`src/include/integral_defs.svh`:
```
`ifndef INTEGRAL_DEFS_SVH
`define INTEGRAL_DEFS_SVH

// frame geometry, fixed at build time

// pixels per row
`define INT_COLS 15

// rows per frame
`define INT_ROWS 8

// input pixel width in bits
`define INT_PIX_W 8

// integral result width, sums wrap at this width
`define INT_SUM_W 16

`endif

```
`src/hdl/integral_pkg.sv`:
```
`include "integral_defs.svh"

package integral_pkg;

  // column index, one extra value of headroom keeps the width sane
  typedef logic [$clog2(`INT_COLS + 1)-1:0] col_idx_t;

  // one full row of raw pixels, column 0 in the low slot
  typedef logic [`INT_COLS-1:0][`INT_PIX_W-1:0] pix_row_t;

  // input beat
  typedef struct packed {
    logic [`INT_PIX_W-1:0] pix;
  } pix_beat_t;

  // output beat with position flags
  typedef struct packed {
    logic [`INT_SUM_W-1:0] sum;
    logic                  row_last;
    logic                  frame_last;
  } int_beat_t;

  // row sequencing states
  typedef enum logic [2:0] {
    idle,
    wait_row,
    load_row,
    sum_phase,
    cum_phase,
    finish,
    done
  } row_state_t;

endpackage

```
`src/hdl/pixel_ingress.sv`:
```
`timescale 1ns/1ps
`include "integral_defs.svh"

module pixel_ingress
  import integral_pkg::*;
(
  input  logic      clk,
  input  logic      rst_n,
  input  pix_beat_t i_pix,
  input  logic      i_pix_valid,
  output logic      o_pix_ready,
  input  logic      i_ld_en,
  output logic      o_row_full,
  output pix_row_t  o_row
);

  localparam int COLS = `INT_COLS;

  col_idx_t wr_col;
  logic     row_full;
  pix_row_t row_buf;
  logic     pix_xfer;

  // no space while a complete row waits for the controller
  assign o_pix_ready = ~row_full;
  assign pix_xfer    = i_pix_valid & o_pix_ready;

  always_ff @(posedge clk) begin
    if (!rst_n) begin
      wr_col   <= '0;
      row_full <= 1'b0;
    end else if (pix_xfer) begin
      if (wr_col == col_idx_t'(COLS - 1)) begin
        // last column of the row
        wr_col   <= '0;
        row_full <= 1'b1;
      end else begin
        wr_col <= wr_col + 1'b1;
      end
    end else if (i_ld_en) begin
      // datapath copies the buffer this cycle
      row_full <= 1'b0;
    end
  end

  // row storage
  always_ff @(posedge clk) begin
    if (pix_xfer) begin
      row_buf[wr_col] <= i_pix.pix;
    end
  end

  assign o_row_full = row_full;
  assign o_row      = row_buf;

endmodule

```
`src/hdl/row_controller.sv`:
```
`timescale 1ns/1ps
`include "integral_defs.svh"

module row_controller
  import integral_pkg::*;
(
  input  logic       clk,
  input  logic       rst_n,
  input  logic       i_row_full,
  input  logic       i_out_ready,
  output logic       o_ld_en,
  output logic       o_sum_en,
  output logic       o_cum_en,
  output col_idx_t   o_col_idx,
  output logic       o_first_row,
  output logic       o_row_last,
  output logic       o_frame_last,
  output logic       o_frame_done,
  output row_state_t o_state
);

  localparam int COLS  = `INT_COLS;
  localparam int ROWS  = `INT_ROWS;
  localparam int ROW_W = $clog2(ROWS + 1);

  row_state_t       state;
  row_state_t       next_state;
  col_idx_t         col_cnt;
  logic [ROW_W-1:0] row_cnt;
  logic             col_last;
  logic             row_is_last;

  assign col_last    = (col_cnt == col_idx_t'(COLS - 1));
  assign row_is_last = (row_cnt == ROW_W'(ROWS - 1));

  always_ff @(posedge clk) begin
    if (!rst_n) begin
      state <= idle;
    end else begin
      state <= next_state;
    end
  end

  always_comb begin
    next_state = state;
    case (state)
      idle:      next_state = wait_row;
      wait_row:  next_state = i_row_full ? load_row : wait_row;
      load_row:  next_state = sum_phase;
      sum_phase: next_state = col_last ? cum_phase : sum_phase;
      cum_phase: begin
        // leave only on the accepted handoff of the last column
        if (i_out_ready && col_last) begin
          next_state = row_is_last ? finish : wait_row;
        end
      end
      finish:    next_state = done;
      done:      next_state = idle;
      default:   next_state = idle;
    endcase
  end

  // column and row counters
  always_ff @(posedge clk) begin
    if (!rst_n) begin
      col_cnt <= '0;
      row_cnt <= '0;
    end else begin
      case (state)
        sum_phase: col_cnt <= col_last ? '0 : col_cnt + 1'b1;
        cum_phase: begin
          if (i_out_ready) begin
            if (col_last) begin
              col_cnt <= '0;
              row_cnt <= row_is_last ? '0 : row_cnt + 1'b1;
            end else begin
              col_cnt <= col_cnt + 1'b1;
            end
          end
        end
        default:   col_cnt <= '0;
      endcase
    end
  end

  always_comb begin
    o_ld_en      = 1'b0;
    o_sum_en     = 1'b0;
    o_cum_en     = 1'b0;
    o_frame_done = 1'b0;
    case (state)
      load_row:  o_ld_en = 1'b1;
      sum_phase: o_sum_en = 1'b1;
      // a step only happens when the skid buffer can take it
      cum_phase: o_cum_en = i_out_ready;
      finish:    o_frame_done = 1'b1;
      default:   o_ld_en = 1'b0;
    endcase
  end

  assign o_col_idx    = col_cnt;
  assign o_first_row  = (row_cnt == '0);
  assign o_row_last   = col_last;
  assign o_frame_last = col_last & row_is_last;
  assign o_state      = state;

endmodule

```
`src/hdl/integral_datapath.sv`:
```
`timescale 1ns/1ps
`include "integral_defs.svh"

module integral_datapath
  import integral_pkg::*;
(
  input  logic      clk,
  input  logic      rst_n,
  input  pix_row_t  i_row,
  input  logic      i_ld_en,
  input  logic      i_sum_en,
  input  logic      i_cum_en,
  input  col_idx_t  i_col_idx,
  input  logic      i_first_row,
  input  logic      i_row_last,
  input  logic      i_frame_last,
  output int_beat_t o_beat,
  output logic      o_beat_valid
);

  localparam int COLS  = `INT_COLS;
  localparam int SUM_W = `INT_SUM_W;

  // working row holds pixels, then horizontal prefix sums
  logic [SUM_W-1:0] work_row [COLS];
  // integral values of the previous row
  logic [SUM_W-1:0] line_buf [COLS];

  logic [SUM_W-1:0] left_sum;
  logic [SUM_W-1:0] above_sum;
  logic [SUM_W-1:0] cum_sum;

  // column 0 has nothing to its left
  assign left_sum = (i_col_idx == '0) ? '0 : work_row[i_col_idx - 1'b1];

  // first row of a frame starts from zero, so stale line data is ignored
  assign above_sum = i_first_row ? '0 : line_buf[i_col_idx];

  // wraps modulo 2**SUM_W
  assign cum_sum = work_row[i_col_idx] + above_sum;

  always_ff @(posedge clk) begin
    if (!rst_n) begin
      for (int c = 0; c < COLS; c++) begin
        work_row[c] <= '0;
      end
    end else if (i_ld_en) begin
      for (int c = 0; c < COLS; c++) begin
        work_row[c] <= SUM_W'(i_row[c]);
      end
    end else if (i_sum_en) begin
      // left neighbour already holds its prefix sum
      work_row[i_col_idx] <= work_row[i_col_idx] + left_sum;
    end
  end

  // result becomes the row above for the next row
  always_ff @(posedge clk) begin
    if (i_cum_en) begin
      line_buf[i_col_idx] <= cum_sum;
    end
  end

  always_comb begin
    o_beat.sum        = cum_sum;
    o_beat.row_last   = i_row_last;
    o_beat.frame_last = i_frame_last;
  end

  // each enabled step is one beat into the skid buffer
  assign o_beat_valid = i_cum_en;

endmodule

```
`src/hdl/stream_skid.sv`:
```
`timescale 1ns/1ps

module stream_skid #(
  parameter type payload_t = logic [7:0]
) (
  input  logic     clk,
  input  logic     rst_n,
  input  payload_t i_data,
  input  logic     i_valid,
  output logic     o_ready,
  output payload_t o_data,
  output logic     o_valid,
  input  logic     i_ready
);

  payload_t skid_data;
  logic     skid_valid;
  logic     out_load;
  logic     in_xfer;

  // ready comes straight from a flop
  assign o_ready  = ~skid_valid;
  assign in_xfer  = i_valid & o_ready;
  // output register is free or draining this cycle
  assign out_load = ~o_valid | i_ready;

  always_ff @(posedge clk) begin
    if (!rst_n) begin
      o_valid    <= 1'b0;
      skid_valid <= 1'b0;
    end else if (out_load) begin
      if (skid_valid) begin
        o_valid    <= 1'b1;
        skid_valid <= 1'b0;
      end else begin
        o_valid <= in_xfer;
      end
    end else if (in_xfer) begin
      // output stalled, park the new beat
      skid_valid <= 1'b1;
    end
  end

  always_ff @(posedge clk) begin
    if (out_load) begin
      o_data <= skid_valid ? skid_data : i_data;
    end
    if (!out_load && in_xfer) begin
      skid_data <= i_data;
    end
  end

endmodule

```
`src/hdl/integral_top.sv`:
```
`timescale 1ns/1ps

module integral_top
  import integral_pkg::*;
(
  input  logic      clk,
  input  logic      rst_n,
  input  pix_beat_t i_pix,
  input  logic      i_pix_valid,
  output logic      o_pix_ready,
  output int_beat_t o_int,
  output logic      o_int_valid,
  input  logic      i_int_ready,
  output logic      o_frame_done
);

  logic       row_full;
  pix_row_t   row;
  logic       ld_en;
  logic       sum_en;
  logic       cum_en;
  col_idx_t   col_idx;
  logic       first_row;
  logic       row_last;
  logic       frame_last;
  row_state_t ctrl_state;
  int_beat_t  beat;
  logic       beat_valid;
  logic       skid_ready;

  pixel_ingress pixel_ingress_inst (
    .clk         (clk),
    .rst_n       (rst_n),
    .i_pix       (i_pix),
    .i_pix_valid (i_pix_valid),
    .o_pix_ready (o_pix_ready),
    .i_ld_en     (ld_en),
    .o_row_full  (row_full),
    .o_row       (row)
  );

  row_controller row_controller_inst (
    .clk          (clk),
    .rst_n        (rst_n),
    .i_row_full   (row_full),
    .i_out_ready  (skid_ready),
    .o_ld_en      (ld_en),
    .o_sum_en     (sum_en),
    .o_cum_en     (cum_en),
    .o_col_idx    (col_idx),
    .o_first_row  (first_row),
    .o_row_last   (row_last),
    .o_frame_last (frame_last),
    .o_frame_done (o_frame_done),
    .o_state      (ctrl_state)
  );

  integral_datapath integral_datapath_inst (
    .clk          (clk),
    .rst_n        (rst_n),
    .i_row        (row),
    .i_ld_en      (ld_en),
    .i_sum_en     (sum_en),
    .i_cum_en     (cum_en),
    .i_col_idx    (col_idx),
    .i_first_row  (first_row),
    .i_row_last   (row_last),
    .i_frame_last (frame_last),
    .o_beat       (beat),
    .o_beat_valid (beat_valid)
  );

  // output register stage, absorbs back-pressure
  stream_skid #(
    .payload_t (int_beat_t)
  ) stream_skid_inst (
    .clk     (clk),
    .rst_n   (rst_n),
    .i_data  (beat),
    .i_valid (beat_valid),
    .o_ready (skid_ready),
    .o_data  (o_int),
    .o_valid (o_int_valid),
    .i_ready (i_int_ready)
  );

endmodule

```
`config.mk`:
```
export PLATFORM = sky130hd
export DESIGN_NAME = integral_top
export DESIGN_NICKNAME = d
export VERILOG_FILES = /design/src/hdl/integral_pkg.sv /design/src/hdl/pixel_ingress.sv /design/src/hdl/row_controller.sv /design/src/hdl/integral_datapath.sv /design/src/hdl/stream_skid.sv /design/src/hdl/integral_top.sv
export VERILOG_INCLUDE_DIRS = /design/src /design/src/include
export SDC_FILE = /design/constraint.sdc
export NUM_CORES = 1
export LEC_CHECK = 0
export BUFFER_PORTS_ARGS = -buffer_cell sky130_fd_sc_hd__buf_2
export CORE_MARGIN = 5
export CORE_UTILIZATION = 45
export CTS_CLUSTER_DIAMETER = 60
export DETAILED_ROUTE_END_ITERATION = 10
export PLACE_DENSITY = 0.63
export SLEW_MARGIN = 10
export SYNTH_ARGS = -nofsm -noshare
export SYNTH_HDL_FRONTEND = slang
export SYNTH_SLANG_ARGS = --single-unit
```
`constraint.sdc`:
```
create_clock -name clk -period 16.2 [get_ports clk]
set_input_delay 0.81 -clock clk [delete_from_list [all_inputs] [get_ports clk]]
set_output_delay 0.81 -clock clk [all_outputs]
set_load 0.01 [all_outputs]
```
After elaboration in Yosys (flattened, before gate mapping)
Memory sizes are Yosys's and may differ from the RTL's. A register that Yosys moved wholly into a read port is not among the register bits.
Cells that the tools add are included.
{"block": "classes", "add_sub_neg": 6, "n_mul": 0, "div_mod_pow": 0, "magnitude_cmp": 2, "n_eq_ne": 11, "shift": 0, "muxes": 56, "n_bitwise": 23, "reduce_logical": 12}
{"op": "$mux W16", "count": 18}
{"op": "$bwmux W120", "count": 1}
{"op": "$mux W4", "count": 9}
{"op": "$add A16 B16 Y16", "count": 2}
{"op": "$demux W8 S4", "count": 1}
{"op": "$mux W1", "count": 19}
{"op": "$mux W18", "count": 1}
{"op": "$pmux W3 S6", "count": 1}
{"op": "$or A1 B1 Y1", "count": 16}
{"op": "$reduce_or A16 Y1", "count": 1}
{"op": "$add A4 B1 Y4 const B", "count": 3}
{"op": "$mux W3", "count": 3}
{"op": "$eq A4 B4 Y1 const B", "count": 2}
{"op": "$logic_not A4 Y1", "count": 2}
{"op": "$mux W8", "count": 1}
{"op": "$pmux W4 S2", "count": 1}
{"op": "$eq A3 B2 Y1 const B", "count": 2}
{"op": "$eq A3 B3 Y1 const B", "count": 2}
{"op": "$lt A4 B5 Y1 const B", "count": 1}
{"op": "$eq A4 B3 Y1 const B", "count": 1}
{"op": "$ge A4 B1 Y1 const B", "count": 1}
{"op": "$ne A2 B2 Y1 const B", "count": 2}
{"op": "$not A1 Y1", "count": 4}
{"op": "$sub A4 B1 Y4 const B", "count": 1}
{"op": "other kinds (11)", "count": 15}
{"block": "totals", "regBits": 174, "latch_bits": 0, "ramBits": 480, "romBits": 0, "output_inout_bits": 21, "elab_cells": 140, "memories": 2}
{"name": "integral_datapath_inst.line_buf", "words": 15, "width": 16, "read_ports": 1, "rd_ports_with_merged_regs": 1, "write_ports": 1, "line_no": "integral_datapath.sv:27", "text": "logic [SUM_W-1:0] line_buf [COLS];"}
{"name": "integral_datapath_inst.work_row", "words": 15, "width": 16, "read_ports": 2, "rd_ports_with_merged_regs": 1, "write_ports": 15, "line_no": "integral_datapath.sv:25", "text": "logic [SUM_W-1:0] work_row [COLS];"}

Logic depth before layout (Yosys ltp)
{"block": "logic_depth", "depth_word": 8, "ltp_mapped": 25}

Cells and area by module
Synthesis repeated with hierarchy kept, for this count alone.
{"block": "unflattened", "hier_cells": 1912, "area_unflattened_um2": 30503.0}
{"mod": "integral_datapath", "n_inst": 1, "cells_per_inst": 1601, "area_per_inst_um2": 24448.4, "seq_area_each_um2": 14894.3}
{"mod": "pixel_ingress", "n_inst": 1, "cells_per_inst": 168, "area_per_inst_um2": 3943.8, "seq_area_each_um2": 3703.6}
{"mod": "stream_skid", "n_inst": 1, "cells_per_inst": 64, "area_per_inst_um2": 1453.9, "seq_area_each_um2": 1121.1}
{"mod": "row_controller", "n_inst": 1, "cells_per_inst": 79, "area_per_inst_um2": 656.9, "seq_area_each_um2": 220.2}

Least setup slack after synthesis
OpenSTA, ideal clock, no wires.
{"block": "synth_timing", "path_type": "register to register", "start": "reg row_controller_inst.col_cnt[0], in the netlist row_controller_inst.o_col_idx[0]", "end": "mem integral_datapath_inst.work_row[5][8] (netlist bit) (data pin)", "setup_time_ns": 0.268, "t_arrival_ns": 5.971, "required_time_ns": 15.932, "slack_ns": 9.960, "stages_incl_launch_ff": 26, "n_path_buf": 9, "period_less_slack_ns": 6.240, "cell_sequence": "dfxtp_1 buf_4 buf_2 buf_2 buf_1 inv_1 ha_1 clkbuf_1 buf_1 clkbuf_1 clkbuf_1 mux4_2 mux2i_1 a211oi_1 ha_1 ha_1 a21oi_1 nor2_1 nor2_1 o21bai_1 a221o_1 a21o_1 a21oi_1 xor2_1 buf_2 nor2_1"}
{"element": "start: declaration", "line_no": "row_controller.sv:28", "text": "col_idx_t col_cnt;"}
{"element": "start signal: assignment", "line_no": "row_controller.sv:70", "text": "sum_phase: col_cnt <= col_last ? '0 : col_cnt + 1'b1;"}
{"element": "start signal: assignment", "line_no": "row_controller.sv:77", "text": "col_cnt <= col_cnt + 1'b1;"}
{"element": "end: declaration", "line_no": "integral_datapath.sv:25"}

==> metrics.md <==
| Metric | Value |
|---|---|
| Busiest metal layer after global routing | met2 |
| Setup TNS | 0 ns |
| Layout filler cell count | 5506 |
| Worst-Skew Late Latency | 0.62 ns |
| Clock Skew | 0.0323 ns |
| Status | finished clean |
| Placed cell count | 2827 |
| Reg2Reg Launch Point | row_controller_inst.o_col_idx[0] |
| Pin count of the biggest net entering global routing | 81 |
| GR Overflow Total | 0 |
| Standard-cell rows | 96 |
| Number of global-route vias before repair | 18458 |
| Class of the most critical setup path | reg2reg |
| Overall Global Routing Usage | 22.5% |
| Final Core Density | 50.6% |
| Syn Std Cell Area | 30900 um^2 |
| Area of the die | 74000 um^2 |
| Relative area change from synthesis to final layout | 11.9% |
| Number of endpoints failing setup at the final stage | 0 |
| Leading post-synthesis cells by instance count | sky130_fd_sc_hd__edfxtp_1 (652), sky130_fd_sc_hd__mux4_2 (202), sky130_fd_sc_hd__nand2_1 (161) |
| Instance count of the mapped netlist | 1981 |
| Leakage | 11.3 nW |
| Avg WL per Cell | 28.2 um |
| CTS tree | yes |
| Unrepaired setup endpoints after global routing | false |
| Final Instance Area | 34600 um^2 |
| Area inside the core boundary | 68300 um^2 |
| CTS clock-pin slew for the worst setup and hold paths | 0.06 ns |
| Endpoint of the worst hold path | row_controller_inst.row_cnt[3] |
| Total of max-cap violations | 0 |
| Prevailing post-synth register cell | sky130_fd_sc_hd__edfxtp_1 |
| Sequential share of the synthesized area | 64.8% |
| Launch instance of the worst min-delay path | row_controller_inst.row_cnt[3] |
| Number of enable-type register cells in the synthesized netlist | 652 |
| Total of warnings raised by yosys | 0 |
| Crit. End Element | flop |
| Die width | 272 um |
| Fraction of final layout cells with drive strength greater than 1 | 23.7% |
| Crit path DAT | 6.30 ns |
| Hold slack final | 0.521 ns |
| GRT met3 Usage | 3.43% |
| Final setup margin | 10.19 ns |
| Effective utilization at floorplan | 45.2% |
| Number of distinct library cell variants in the gate-level netlist after synthesis | 80 |
| Number of CTS-inserted buffers | 70 |
| Fmax achieved | 0.166 GHz |
| Mean Syn Cell Area | 15.6 um^2 |
| Number of slew-limit violations in the final report | 0 |
| Worst slew margin relative to its limit | 9.08% |
| Number of nets with antenna violations after routing | 0 |
| Number of cells on the worst reg-to-reg path | 15 |
| Total power | 3.68 mW |
| Final worst-path cycle share | 37.1% |
| Antenna violations before repair | 1 |
| Global placement routability congestion | 0.887 |
| DP Area | 32200 um^2 |
| Cell Count, Final, Fillers Out | 2957 |
| H-Tree Level Count | 3 |
| Height of the die | 272 um |
| DRC violation count after routing | 0 |
| Worst-case vdd ir drop | 0.0000969 V |
| I/O pin total | 33 |
| Top cell type by total area after synthesis | sky130_fd_sc_hd__edfxtp_1 |
| Buffers from clock root to sink, at most | 3 |
| Number of setup buffers added after CTS | 0 |
| Required time at the worst-slack endpoint | 16.49 ns |
| Worst hold path stage count | 2 |
| Number of gates resized after cts | 0 |
| Global-route wire length before repair | 123000 um |
| Clock Root Buffer | sky130_fd_sc_hd__clkbuf_16 |
| Area share of the largest cell type after synthesis | 63.3% |
| Worst setup slack after placement | 10.21 ns |
| Total wire length | 83300 um |
| Post-synth ARST share | 0% |
| Tmin final | 6.01 ns |
| Synth top area cells | sky130_fd_sc_hd__edfxtp_1 (63%), sky130_fd_sc_hd__mux4_2 (15%), sky130_fd_sc_hd__o21ai_0 (2.2%) |
| Hold_buf cts | 0 |
| Transition time at the pin with the least slew margin | 1.36 ns |
| Count of state elements after synthesis | 674 |
| Met2 track demand over resource in global routing | 36.6% |
| Half-perimeter wire length after detailed placement | 49600 um |
| Max FO, Critical Path | 64 |
| Iteration-0 DRC Markers | 1973 |
| Most numerous cell in the Yosys netlist | sky130_fd_sc_hd__edfxtp_1 |
| Sink count of the clock tree | 674 |
| Power Dens Cells | 106 nW/um^2 |
| Total nets after synthesis | 2027 |
| Count of input and output buffers | 32 |
| DR vias/cell | 6.21 |
| Type of the tightest min-delay check | reg2reg |
| Via count | 18375 |
| Net count reported at finish | 2063 |
| Startpoint kind of the worst setup timing path | flop |
| Hold Vio Cnt, Final | 0 |
| Global-route track usage on met1 | 31.3% |
| Register-to-register path setup slack | 10.19 ns |
| Endpoint of the most critical register-to-register path | integral_datapath_inst.work_row[9][7] |
| 1st-pass router iterations | 5 |
==> logic make-up after synthesis <==
group | after synthesis | share of synthesized area (%)
flip-flops | 674 | 64.8
AND/OR/NAND/NOR | 526 | 8.02
AO/OA/AOI/OAI | 289 | 5.92
multiplexers | 259 | 16.7
buffers and inverters | 169 | 2.30
adder cells (fa/ha/maj) | 35 | 1.41
XOR/XNOR | 29 | 0.895
==> cells in the final DEF, fill, tap and decap left out, types with 28 or more instances in the layout <==
cell type and instances:
sky130_fd_sc_hd__edfxtp_1 652, sky130_fd_sc_hd__mux4_2 202, sky130_fd_sc_hd__nand2_1 161, sky130_fd_sc_hd__nor2_1 140, sky130_fd_sc_hd__o21ai_0 137, sky130_fd_sc_hd__clkbuf_16 73, sky130_fd_sc_hd__buf_4 61, sky130_fd_sc_hd__nand3_1 54
sky130_fd_sc_hd__inv_1 38, sky130_fd_sc_hd__mux2i_1 38, sky130_fd_sc_hd__a211oi_1 35, sky130_fd_sc_hd__ha_1 33, sky130_fd_sc_hd__buf_2 32, sky130_fd_sc_hd__a21oi_1 29, sky130_fd_sc_hd__nor2b_1 28
==> layer usage <==
| metal | part of all wire, % | vias to the layer above |
|---|---|---|
| met5 | 0 | - |
| met4 | 3.6 | 0 |
| met3 | 8.6 | 159 |
| met2 | 48 | 927 |
| met1 | 40 | 9436 |
| li1 | - | 7853 |
==> sequential cells by signal, summed over array words and instances, names as in the netlist, named ones only <==
register / count
integral_datapath_inst.work_row: 256
integral_datapath_inst.line_buf: 240
pixel_ingress_inst.o_row: 120
stream_skid_inst.o_data: 18
stream_skid_inst.skid_data: 18
pixel_ingress_inst.wr_col: 4
row_controller_inst.o_col_idx: 4
row_controller_inst.row_cnt: 4
row_controller_inst.o_state: 3
pixel_ingress_inst.o_row_full: 1
stream_skid_inst.o_valid: 1
stream_skid_inst.skid_valid: 1
==> worst max-delay path, cell delays in order (launching register included) <==
cell	delay (ns)
sky130_fd_sc_hd__dfxtp_4	0.76
sky130_fd_sc_hd__inv_1	0.15
sky130_fd_sc_hd__ha_2	0.34
sky130_fd_sc_hd__buf_4	0.81
sky130_fd_sc_hd__mux4_2	0.41
sky130_fd_sc_hd__nor2b_1	0.14
sky130_fd_sc_hd__a211oi_1	0.25
sky130_fd_sc_hd__a211oi_1	0.08
sky130_fd_sc_hd__ha_1	0.43
sky130_fd_sc_hd__and2_1	0.20
sky130_fd_sc_hd__a31o_2	0.24
sky130_fd_sc_hd__a2111oi_4	0.35
sky130_fd_sc_hd__nor2_2	0.15
sky130_fd_sc_hd__o21ai_1	0.19
sky130_fd_sc_hd__xor2_1	0.90
sky130_fd_sc_hd__o21ai_0	0.23
==> worst max path at each step <==
stage | slack (ns) | startpoint | endpoint
after global routing | 9.72 | row_controller_inst.o_col_idx[0] | integral_datapath_inst.work_row[9][7]
after detailed placement | 10.21 | row_controller_inst.o_col_idx[0] | integral_datapath_inst.work_row[10][10]
after floorplan | 9.96 | row_controller_inst.o_col_idx[0] | integral_datapath_inst.work_row[5][8]
after global placement | 10.35 | row_controller_inst.o_col_idx[0] | integral_datapath_inst.work_row[15][10]
after CTS | 10.18 | row_controller_inst.o_col_idx[0] | integral_datapath_inst.work_row[7][10]
final | 10.19 | row_controller_inst.o_col_idx[0] | integral_datapath_inst.work_row[9][7]
==> where the power goes <==
part / switching (mW) / internal [mW] / total, mW
clock: 0.674 / 0.950 / 1.62
combinational: 0.0742 / 0.0325 / 0.107
sequential: 0.0156 / 1.94 / 1.95
total: 0.764 / 2.92 / 3.68
==> final cells by class <==
cell class	count	area (um^2)	share of cell area (%)
Antenna cell	2	5.00	0.0145
Clock buffer	86	1900	5.48
Inverter	40	150	0.434
Multi-Input combinational cell	1138	10400	29.9
Tap cell	882	1100	3.19
Clock inverter	42	428	1.24
Sequential cell	674	20000	57.9
Timing Repair Buffer	93	618	1.79
No activity file was read; power rests on OpenSTA's default activity.
